===== config.mk =====
export PLATFORM = sky130hd
export DESIGN_NAME = samc_asic
export DESIGN_NICKNAME = d
export VERILOG_FILES = /design/src/source/samc_pkg.sv /design/src/source/asic_port_regs.sv /design/src/source/mem_mapper.sv /design/src/source/midi_tx_timer.sv /design/src/source/vox_mixer.sv /design/src/source/samc_asic.sv
export VERILOG_INCLUDE_DIRS = /design/src /design/src/source
export SDC_FILE = /design/constraint.sdc
export NUM_CORES = 1
export LEC_CHECK = 0
export BUFFER_PORTS_ARGS = -buffer_cell sky130_fd_sc_hd__buf_4
export CAP_MARGIN = 0
export CELL_PAD_IN_SITES_DETAIL_PLACEMENT = 0
export CELL_PAD_IN_SITES_GLOBAL_PLACEMENT = 2
export CORE_ASPECT_RATIO = 2
export CORE_MARGIN = 5
export CORE_UTILIZATION = 34
export DETAILED_ROUTE_END_ITERATION = 6
export PLACE_DENSITY = 0.82
export SYNTH_ARGS = -nofsm -noshare
export SYNTH_HDL_FRONTEND = slang
export SYNTH_SLANG_ARGS = --single-unit

===== constraint.sdc =====
create_clock -name clk_sys -period 3.9 [get_ports clk_sys]
set_input_delay 0.585 -clock clk_sys [delete_from_list [all_inputs] [get_ports clk_sys]]
set_output_delay 0.585 -clock clk_sys [all_outputs]
set_load 0.02 [all_outputs]

===== src/source/samc_defs.svh =====
`ifndef SAMC_DEFS_SVH
`define SAMC_DEFS_SVH

// ======================================================================
// ASIC port numbers, low byte of the I/O address
// ======================================================================
`define SAMC_PORT_LMPR   8'hFA
`define SAMC_PORT_HMPR   8'hFB
`define SAMC_PORT_STAT   8'hF9
`define SAMC_PORT_BRDR   8'hFE
`define SAMC_PORT_MIDI   8'hFD
`define SAMC_PORT_LPTD   8'hE8  // VOX sample data
`define SAMC_PORT_LPTS   8'hE9  // VOX strobe
`define SAMC_PORT_EXTC   8'h80  // External RAM page, section C
`define SAMC_PORT_EXTD   8'h81  // External RAM page, section D

// ======================================================================
// Memory map
// ======================================================================
`define SAMC_RAM_AW      25
`define SAMC_ROM_PAGE    5'h10
`define SAMC_EXT_BASE    9'h40  // First 16K page of external RAM

// ======================================================================
// MIDI and audio
// ======================================================================
`define SAMC_MEG_DIV     96     // clk_sys cycles per 1 MHz tick
`define SAMC_MIDI_TIME   320    // One byte at 31.25 kbaud, in ticks
`define SAMC_MIDI_INT_AT 15
`define SAMC_SAMPLE_W    18

`endif


===== src/source/samc_pkg.sv =====
`include "samc_defs.svh"

package samc_pkg;

	// One CPU bus cycle, strobes active high
	typedef struct packed {
		logic [15:0] addr;
		logic [7:0]  wdata;
		logic        mreq;
		logic        iorq;
		logic        rd;
		logic        wr;
		logic        m1;
		logic        rfsh;
	} cpu_bus_t;

	// LMPR bit layout
	typedef struct packed {
		logic       wp;        // Write protect section A
		logic       rom1_en;   // ROM1 in section D
		logic       rom0_off;  // RAM instead of ROM0 in section A
		logic [4:0] page_ab;
	} lmpr_bits_t;

	typedef union packed {
		logic [7:0] raw;
		lmpr_bits_t f;
	} lmpr_t;

	// HMPR bit layout
	typedef struct packed {
		logic       ext_ram;   // External RAM above 8000
		logic [1:0] mode3_hi;  // Mode 3 colour bits, video side only
		logic [4:0] page_cd;
	} hmpr_bits_t;

	typedef union packed {
		logic [7:0] raw;
		hmpr_bits_t f;
	} hmpr_t;

	// Everything the address mapper needs
	typedef struct packed {
		lmpr_t      lmpr;
		hmpr_t      hmpr;
		logic [7:0] ext_c;
		logic [7:0] ext_d;
		logic       ext_dis;
	} page_state_t;

	typedef struct packed {
		logic [`SAMC_RAM_AW-1:0] ram_addr;
		logic                    we;
		logic                    rd;
	} mem_req_t;

	typedef struct packed {
		logic [`SAMC_SAMPLE_W-1:0] left;
		logic [`SAMC_SAMPLE_W-1:0] right;
	} audio_t;

endpackage


===== src/source/asic_port_regs.sv =====
`timescale 1ns/1ps
`include "samc_defs.svh"

module asic_port_regs import samc_pkg::*; (
	input  logic        clk_sys,
	input  logic        reset,
	input  cpu_bus_t    bus,
	input  logic        ext_ram_off,
	input  logic        int_midi,
	output page_state_t pages,
	output logic        ear,
	output logic        port_wr,
	output logic        midi_wr,
	output logic [7:0]  io_dout,
	output logic        io_dout_en
);

	logic       port_we;
	logic       port_rd;
	logic       old_we;
	lmpr_t      lmpr;
	hmpr_t      hmpr;
	logic [7:0] brdr;
	logic [7:0] ext_c;
	logic [7:0] ext_d;
	logic       ext_dis;

	assign port_we = bus.iorq & bus.wr & bus.m1;
	assign port_rd = bus.iorq & bus.rd & bus.m1;

	// Acts only on the first cycle of a held strobe
	assign port_wr = port_we & ~old_we;
	assign midi_wr = port_wr & (bus.addr[7:0] == `SAMC_PORT_MIDI);

	// ======================================================================
	// Write-side registers
	// ======================================================================
	always_ff @(posedge clk_sys) begin
		if (reset) begin
			old_we  <= 1'b0;
			lmpr    <= '0;
			hmpr    <= '0;
			brdr    <= '0;
			ext_c   <= '0;
			ext_d   <= '0;
			ext_dis <= ext_ram_off; // Sampled config bit
		end else begin
			old_we <= port_we;
			if (port_wr) begin
				case (bus.addr[7:0])
					`SAMC_PORT_LMPR: lmpr.raw <= bus.wdata;
					`SAMC_PORT_HMPR: hmpr.raw <= bus.wdata;
					`SAMC_PORT_BRDR: brdr     <= bus.wdata;
					`SAMC_PORT_EXTC: ext_c    <= bus.wdata;
					`SAMC_PORT_EXTD: ext_d    <= bus.wdata;
					default: ;
				endcase
			end
		end
	end

	assign ear = brdr[4]; // Beeper

	assign pages.lmpr    = lmpr;
	assign pages.hmpr    = hmpr;
	assign pages.ext_c   = ext_c;
	assign pages.ext_d   = ext_d;
	assign pages.ext_dis = ext_dis;

	// ======================================================================
	// Read data
	// ======================================================================
	assign io_dout_en = port_rd;

	always_comb begin
		case (bus.addr[7:0])
			`SAMC_PORT_LMPR: io_dout = lmpr.raw;
			`SAMC_PORT_HMPR: io_dout = hmpr.raw;
			`SAMC_PORT_STAT: io_dout = {3'b111, ~int_midi, 4'b1111};
			`SAMC_PORT_LPTD,
			`SAMC_PORT_LPTS: io_dout = 8'h00; // No printer fitted
			default:         io_dout = 8'hFF;
		endcase
	end

endmodule


===== src/source/mem_mapper.sv =====
`timescale 1ns/1ps
`include "samc_defs.svh"

module mem_mapper import samc_pkg::*; (
	input  cpu_bus_t    bus,
	input  page_state_t pages,
	output mem_req_t    mem
);

	logic       rom0_sel;
	logic       rom1_sel;
	logic       ram_wp;
	logic       ext_win;
	logic       ext_sel;
	logic [4:0] page;
	logic [8:0] ext_page;

	assign rom0_sel = ~pages.lmpr.f.rom0_off & (bus.addr[15:14] == 2'b00);
	assign rom1_sel =  pages.lmpr.f.rom1_en  & (bus.addr[15:14] == 2'b11);
	assign ram_wp   =  pages.lmpr.f.wp       & (bus.addr[15:14] == 2'b00);
	assign ext_win  =  pages.hmpr.f.ext_ram  &  bus.addr[15];
	assign ext_sel  =  ext_win & ~pages.ext_dis;

	// Internal page by section, pairs of 16K pages
	always_comb begin
		case (bus.addr[15:14])
			2'b00:   page = pages.lmpr.f.page_ab;
			2'b01:   page = pages.lmpr.f.page_ab + 5'd1;
			2'b10:   page = pages.hmpr.f.page_cd;
			default: page = pages.hmpr.f.page_cd + 5'd1;
		endcase
	end

	assign ext_page = `SAMC_EXT_BASE + {1'b0, bus.addr[14] ? pages.ext_d : pages.ext_c};

	always_comb begin
		if (rom0_sel | rom1_sel)
			mem.ram_addr = `SAMC_RAM_AW'({`SAMC_ROM_PAGE, bus.addr[15], bus.addr[13:0]});
		else if (ext_sel)
			mem.ram_addr = `SAMC_RAM_AW'({ext_page, bus.addr[13:0]});
		else
			mem.ram_addr = `SAMC_RAM_AW'({page, bus.addr[13:0]});
	end

	assign mem.we = bus.mreq & bus.wr & ~(rom0_sel | rom1_sel | ram_wp)
		& ~(ext_win & pages.ext_dis);
	assign mem.rd = bus.mreq & bus.rd & ~bus.rfsh; // No refresh reads

endmodule


===== src/source/midi_tx_timer.sv =====
`timescale 1ns/1ps
`include "samc_defs.svh"

module midi_tx_timer (
	input  logic clk_sys,
	input  logic reset,
	input  logic midi_wr,
	output logic int_midi,
	output logic midi_tx
);

	localparam int DIV_W  = $clog2(`SAMC_MEG_DIV);
	localparam int TIME_W = $clog2(`SAMC_MIDI_TIME);

	logic [DIV_W-1:0]  meg_cnt;
	logic              tick;
	logic [TIME_W-1:0] tx_time;
	logic              pending;

	// 1 MHz enable
	assign tick = (meg_cnt == DIV_W'(`SAMC_MEG_DIV - 1));

	always_ff @(posedge clk_sys) begin
		if (reset || tick)
			meg_cnt <= '0;
		else
			meg_cnt <= meg_cnt + 1'b1;
	end

	// ======================================================================
	// Transmit countdown
	// ======================================================================
	always_ff @(posedge clk_sys) begin
		if (reset) begin
			tx_time  <= '0;
			pending  <= 1'b0;
			int_midi <= 1'b0;
			midi_tx  <= 1'b0;
		end else begin
			if (tick) begin
				if (tx_time != '0) begin
					tx_time <= tx_time - 1'b1;
					if (tx_time == TIME_W'(`SAMC_MIDI_INT_AT))
						int_midi <= 1'b1; // Near the end of the byte
				end else begin
					int_midi <= 1'b0;
					midi_tx  <= 1'b0;
					if (pending) begin
						midi_tx <= 1'b1;
						tx_time <= TIME_W'(`SAMC_MIDI_TIME - 1);
						pending <= 1'b0;
					end
				end
			end
			if (midi_wr)
				pending <= 1'b1; // Waits for the next tick
		end
	end

endmodule


===== src/source/vox_mixer.sv =====
`timescale 1ns/1ps
`include "samc_defs.svh"

module vox_mixer import samc_pkg::*; (
	input  logic     clk_sys,
	input  logic     reset,
	input  cpu_bus_t bus,
	input  logic     port_wr,
	input  logic     ear,
	output audio_t   audio
);

	logic [7:0]                data;
	logic [7:0]                vox_l;
	logic [7:0]                vox_r;
	logic                      old_stb;
	logic [`SAMC_SAMPLE_W-1:0] ear_level;

	always_ff @(posedge clk_sys) begin
		if (port_wr && bus.addr[7:0] == `SAMC_PORT_LPTD)
			data <= bus.wdata;
	end

	// Strobe edge picks the channel
	always_ff @(posedge clk_sys) begin
		if (reset) begin
			vox_l   <= '0;
			vox_r   <= '0;
			old_stb <= 1'b0;
		end else if (port_wr && bus.addr[7:0] == `SAMC_PORT_LPTS) begin
			if (~old_stb & bus.wdata[0])
				vox_l <= data; // Rise
			if (old_stb & ~bus.wdata[0])
				vox_r <= data; // Fall
			old_stb <= bus.wdata[0];
		end
	end

	assign ear_level = `SAMC_SAMPLE_W'({ear, 15'd0});

	assign audio.left  = {vox_l, vox_l, 2'b00} + ear_level;
	assign audio.right = {vox_r, vox_r, 2'b00} + ear_level;

endmodule


===== src/source/samc_asic.sv =====
`timescale 1ns/1ps

module samc_asic import samc_pkg::*; (
	input  logic       clk_sys,
	input  logic       reset,
	input  cpu_bus_t   bus,
	input  logic       ext_ram_off,
	output mem_req_t   mem,
	output logic [7:0] io_dout,
	output logic       io_dout_en,
	output audio_t     audio,
	output logic       int_midi,
	output logic       midi_tx
);

	page_state_t pages;
	logic        ear;
	logic        port_wr;
	logic        midi_wr;

	// ======================================================================
	// ASIC ports
	// ======================================================================
	asic_port_regs u_port_regs (
		.clk_sys     (clk_sys),
		.reset       (reset),
		.bus         (bus),
		.ext_ram_off (ext_ram_off),
		.int_midi    (int_midi),
		.pages       (pages),
		.ear         (ear),
		.port_wr     (port_wr),
		.midi_wr     (midi_wr),
		.io_dout     (io_dout),
		.io_dout_en  (io_dout_en)
	);

	mem_mapper u_mem_mapper (
		.bus   (bus),
		.pages (pages),
		.mem   (mem)
	);

	midi_tx_timer u_midi_tx_timer (
		.clk_sys  (clk_sys),
		.reset    (reset),
		.midi_wr  (midi_wr),
		.int_midi (int_midi),
		.midi_tx  (midi_tx)
	);

	vox_mixer u_vox_mixer (
		.clk_sys (clk_sys),
		.reset   (reset),
		.bus     (bus),
		.port_wr (port_wr),
		.ear     (ear),
		.audio   (audio)
	);

endmodule


# Word level (Yosys, flattened, before mapping)
# Cells that the tools add are included.
[op_classes] add_sub_neg=7 n_eq_ne=16 muxes=13 bitwise=31 reduce_logical=19
[ops] op="8-bit == test (second input constant)" n=9
[ops] op="18-bit by 16-bit adder with 18-bit output" n=2
[ops] op="8-bit one-hot mux with 4 select lines" n=1
[ops] op="25-bit 2-to-1 mux" n=1
[ops] op="23-bit 2-to-1 mux" n=1
[ops] op="2-bit AND reduction" n=11
[ops] op="1-bit AND" n=19
[ops] op="9-bit 2-to-1 mux" n=2
[ops] op="5-bit one-hot mux with 3 select lines" n=1
[ops] op="5-bit by 1-bit adder with 5-bit output (second input constant)" n=2
[ops] op="1-bit NOT" n=10
[ops] op="7-bit by 8-bit adder with 9-bit output (first input constant)" n=1
[ops] op="9-bit by 4-bit == test with 1-bit output (second input constant)" n=1
[ops] op="9-bit nonzero test" n=1
[ops] op="9-bit by 1-bit subtractor with 9-bit output (second input constant)" n=1
[ops] op="8-bit 2-to-1 mux" n=1
[ops] op="7-bit by 1-bit adder with 7-bit output (second input constant)" n=1
[ops] op="7-bit == test (second input constant)" n=1
[ops] op="1-bit 2-to-1 mux" n=6
[ops] op="2-bit == test (second input constant)" n=2
[ops] op="2-bit inequality test (second input constant)" n=2
[ops] op="2-bit nonzero test" n=2
[ops] op="2-bit by 1-bit == test with 1-bit output (second input constant)" n=1
[ops] op="1-bit logical AND" n=2
[ops] op="other kinds (4)" n=5
[word_totals] reg_bits=83 inputBits=33 output_inout_bits=74 wordCells=102

# Logic depth before layout (Yosys ltp)
[logic_depth] word_depth=7 mapped_depth=8 depth_no_buf=8

# Hierarchy
# A second synthesis with hierarchy kept.
[unflattened] hier_cells=442 area_unflattened_um2=4322.9
[modules_own_cells] mod="asic_port_regs" instances=1 cells_each=153 area_each_um2=1610.3 seq_area_each_um2=710.7
[modules_own_cells] mod="vox_mixer" instances=1 cells_each=102 area_each_um2=1199.9 seq_area_each_um2=580.6
[modules_own_cells] mod="midi_tx_timer" instances=1 cells_each=105 area_each_um2=924.6 seq_area_each_um2=380.4
[modules_own_cells] mod="mem_mapper" instances=1 cells_each=82 area_each_um2=588.1 seq_area_each_um2=0.0

# Least setup slack after synthesis
# Ideal clock, no wire load.
[synth_path] kind="input port to output port" from="in bus[28] in the netlist's numbering" to="out mem[23] in the netlist's numbering" arrival_time_ns=2.075 required_time_ns=3.315 setup_slack_ns=1.240 path_stages=5 n_path_buf=2 path_cell_list="clkbuf_1 -> clkbuf_1 -> mux2_2 -> ha_1 -> and3_1"
[synth_lines] item="start, declared" line_no="samc_asic.sv:6" rtl="input cpu_bus_t bus,"
[synth_lines] item="end, declared" line_no="samc_asic.sv:8" rtl="output mem_req_t mem,"

==> flow_metrics.tcl <==
set metrics [dict create \
    status "finished, final reports clean" \
    dominantRegCellSynth "dfxtp_1" \
    dp_hpwl_microns 8240 \
    finalSetupViolCount 0 \
    final.setup.tns_ns 0 \
    place_area_sq_um 4570 \
    antenna_found_initial 0 \
    cts_resized 0 \
    htreeDepth 3 \
    cts_tree "built" \
    report.power.total_mw 1.80 \
    dr.pass1.iters 4 \
    coreArea_sq_um 11600 \
    cts_buffers 9 \
    yosys_warnings 0 \
    grt_pass1_wl_microns 16600 \
    rsz0062_at_grt "no" \
    synth_top_cells_by_count "dfxtp_1, nor2_1, mux2i_1, nand2_1, buf_4" \
    post-place-ws_ns 0.973 \
    die_h_microns 163 \
    nFillCells 1184 \
    worstMarginPinSlew_ns 0.872 \
    grt-ovfl-total 0 \
    hold_path.class "in -> reg" \
    cts_sinks 79 \
    clock_skew_ns 0.00595 \
    ant_nets 0 \
    wl_microns 10700 \
    dieArea_sq_um 14200 \
    endpoint_kind "primary output" \
    synth_top_area_share 0.350 \
    cts_buffer_depth 2 \
    clock_latency_ns 0.33 \
    grtUsageTotal 0.154 \
    drc 0 \
    p_per_area_nw_per_um2 371 \
    critPathRequiredTime_ns 3.31 \
    initial_core_util 0.344 \
    synth_edf_count 9 \
    ios 107 \
    cp_common_cell "buf_4" \
    portBuffers 88 \
    max_freq_ghz 0.344 \
    worst-path-max-fanout 20 \
    antenna_cells 0 \
    relSlewSlack 0.414 \
    grt_max_degree 72 \
    critPathMaxStageDelay_ns 0.36 \
    path_class "in -> out" \
    irDropWorstVdd_mv 0.233 \
    synth-seq-cells 79 \
    fp.dieW_microns 86.7 \
    min_path_cells 1 \
    place_congestion 0.761 \
    crit_chain "buf_4 -> nand2b_1 -> mux2_2 -> ha_1 -> nand2_1 -> xor2_1 -> nor2_1 -> a211oi_1 -> buf_4" \
    final_area_sq_um 4870 \
    synthArstFlopShare 0 \
    setup_ws_ns 0.995 \
    drv_cap 0 \
    ff2ff_path_depth 7 \
    cts_root_buffer "clkbuf_16" \
    min_period_over_period 0.745 \
    netlist_area_sq_um 4000 \
    finalMaxSlewViolations 0 \
    wl_per_cell_microns 16.8 \
    p_leak_nw 2.07 \
    synth_top_area_cell "dfxtp_1" \
    report.final.hold_viol_count 0 \
    crit_path_start_kind "input pin" \
    syn-instance-count 428 \
    postCtsSetupBuffers 0 \
    netlist_top_cells_area "dfxtp_1, mux2i_1, edfxtp_1" \
    cp.arrival_ns 2.32 \
    drive_gt1_frac 0.249 \
    post-route-min-period_ns 2.90 \
    area_growth_pct 21.6 \
    rows 56 \
    finalNetCount 527 \
    crit_path_top_delay_cell "mux2_2" \
    vias_per_cell 5.00 \
    regToRegSetupSlack_ns 1.70 \
    drt_first_iter_violations 157 \
    syn_area_per_cell_sq_um 9.35 \
    cts_hold_buf 0 \
    grt_pass1_vias 3242 \
    synth_cell_type_count 56 \
    synth-seq-area-share 0.418 \
    path_clk_slew_ns 0.06 \
    vias 3173 \
]
==> worst max-delay path, delay by kind of cell <==
| kind | cells | cell delay (ns) |
|---|---|---|
| fa+ha+maj | 1 | 0.24 |
| xor+xnor | 1 | 0.15 |
| mux | 1 | 0.36 |
| simple gates | 3 | 0.32 |
| buf+inv | 2 | 0.40 |
| compound gates | 1 | 0.26 |
==> through the flow <==
| step | hold WS (ns) | util | instances |
|---|---|---|---|
| 6_report | 0.425 | 0.418 | 634 |
| 5_1_grt | 0.416 | 0.418 | 634 |
| 4_1_cts | 0.408 | 0.418 | 634 |
| 3_5_place_dp | 0.451 | 0.393 | 619 |
| 3_3_place_gp | 0.451 | 0.393 | 619 |
| 2_1_floorplan | 0.433 | - | 433 |
==> cell type report <==
class | count | area (sq um) | area share
flip-flops and latches | 79 | 1670 | 0.343
repair buffers | 89 | 668 | 0.137
multi-input cells | 298 | 2010 | 0.413
clock buffers | 9 | 225 | 0.0463
clock inverters | 6 | 76.3 | 0.0157
inverters | 8 | 32.5 | 0.00668
well taps | 145 | 181 | 0.0373
==> cell families after synthesis <==
group | synth area share
compound gates | 0.0822
xor+xnor | 0.0328
fa+ha+maj | 0.0281
buf+inv | 0.0860
flops | 0.418
mux | 0.151
other cells | 0.000937
simple gates | 0.201
==> power by group <==
part           leakage [nW]  switching, mW  internal (mW)
Sequential            0.646        0.00299          0.826
Combinational          1.28         0.0702         0.0431
Clock                 0.148          0.313          0.549
Total                  2.07          0.386           1.42
==> worst paths after layout <==
check / from / endpoint
worst min-delay path: ext_ram_off / u_port_regs.ext_dis
worst max-delay path: bus[29] / mem[18]
worst max register to register: u_midi_tx_timer.tx_time[0] / u_midi_tx_timer.tx_time[5]
worst min register to register: u_midi_tx_timer.meg_cnt[0] / u_midi_tx_timer.meg_cnt[0]
==> cell usage in the layout (no fill, tap or decap), types with 2 or more instances in the layout <==
cell type / n
a211oi_1: 8
a21oi_1: 15
a311oi_1: 2
a31oi_1: 4
and3_1: 4
and4b_1: 2
buf_4: 89
bufinv_16: 2
clkbuf_16: 9
clkinv_1: 3
conb_1: 6
dfxtp_1: 70
edfxtp_1: 9
ha_1: 9
inv_1: 7
mux2_2: 4
mux2i_1: 56
nand2_1: 31
nand2b_1: 3
nand3_1: 12
nand3_2: 3
nand4_1: 3
nand4_2: 2
nor2_1: 70
nor2_2: 2
nor3_1: 6
nor3b_1: 4
nor4b_2: 2
o21ai_0: 13
xnor2_1: 5
xor2_1: 10
==> sequential cells by signal, indices dropped and copies added (netlist names) <==
signal	count
u_vox_mixer.old_stb	1
u_midi_tx_timer.midi_tx	1
u_vox_mixer.data	8
u_port_regs.old_we	1
u_vox_mixer.vox_l	8
u_port_regs.ext_c	8
u_port_regs.lmpr	8
u_midi_tx_timer.pending	1
u_midi_tx_timer.meg_cnt	7
u_port_regs.brdr	1
u_vox_mixer.vox_r	8
u_midi_tx_timer.int_midi	1
u_midi_tx_timer.tx_time	9
u_port_regs.hmpr	8
u_port_regs.ext_dis	1
u_port_regs.ext_d	8
==> layer usage <==
metal,global-route usage,up-vias,part of all wire
met1,0.149,1503,0.36
li1,-,1567,-
met5,0,-,0
met3,0.0348,17,0.044
met4,0.0674,0,0.027
met2,0.297,86,0.57
No activity file was read; power rests on OpenSTA's default activity.
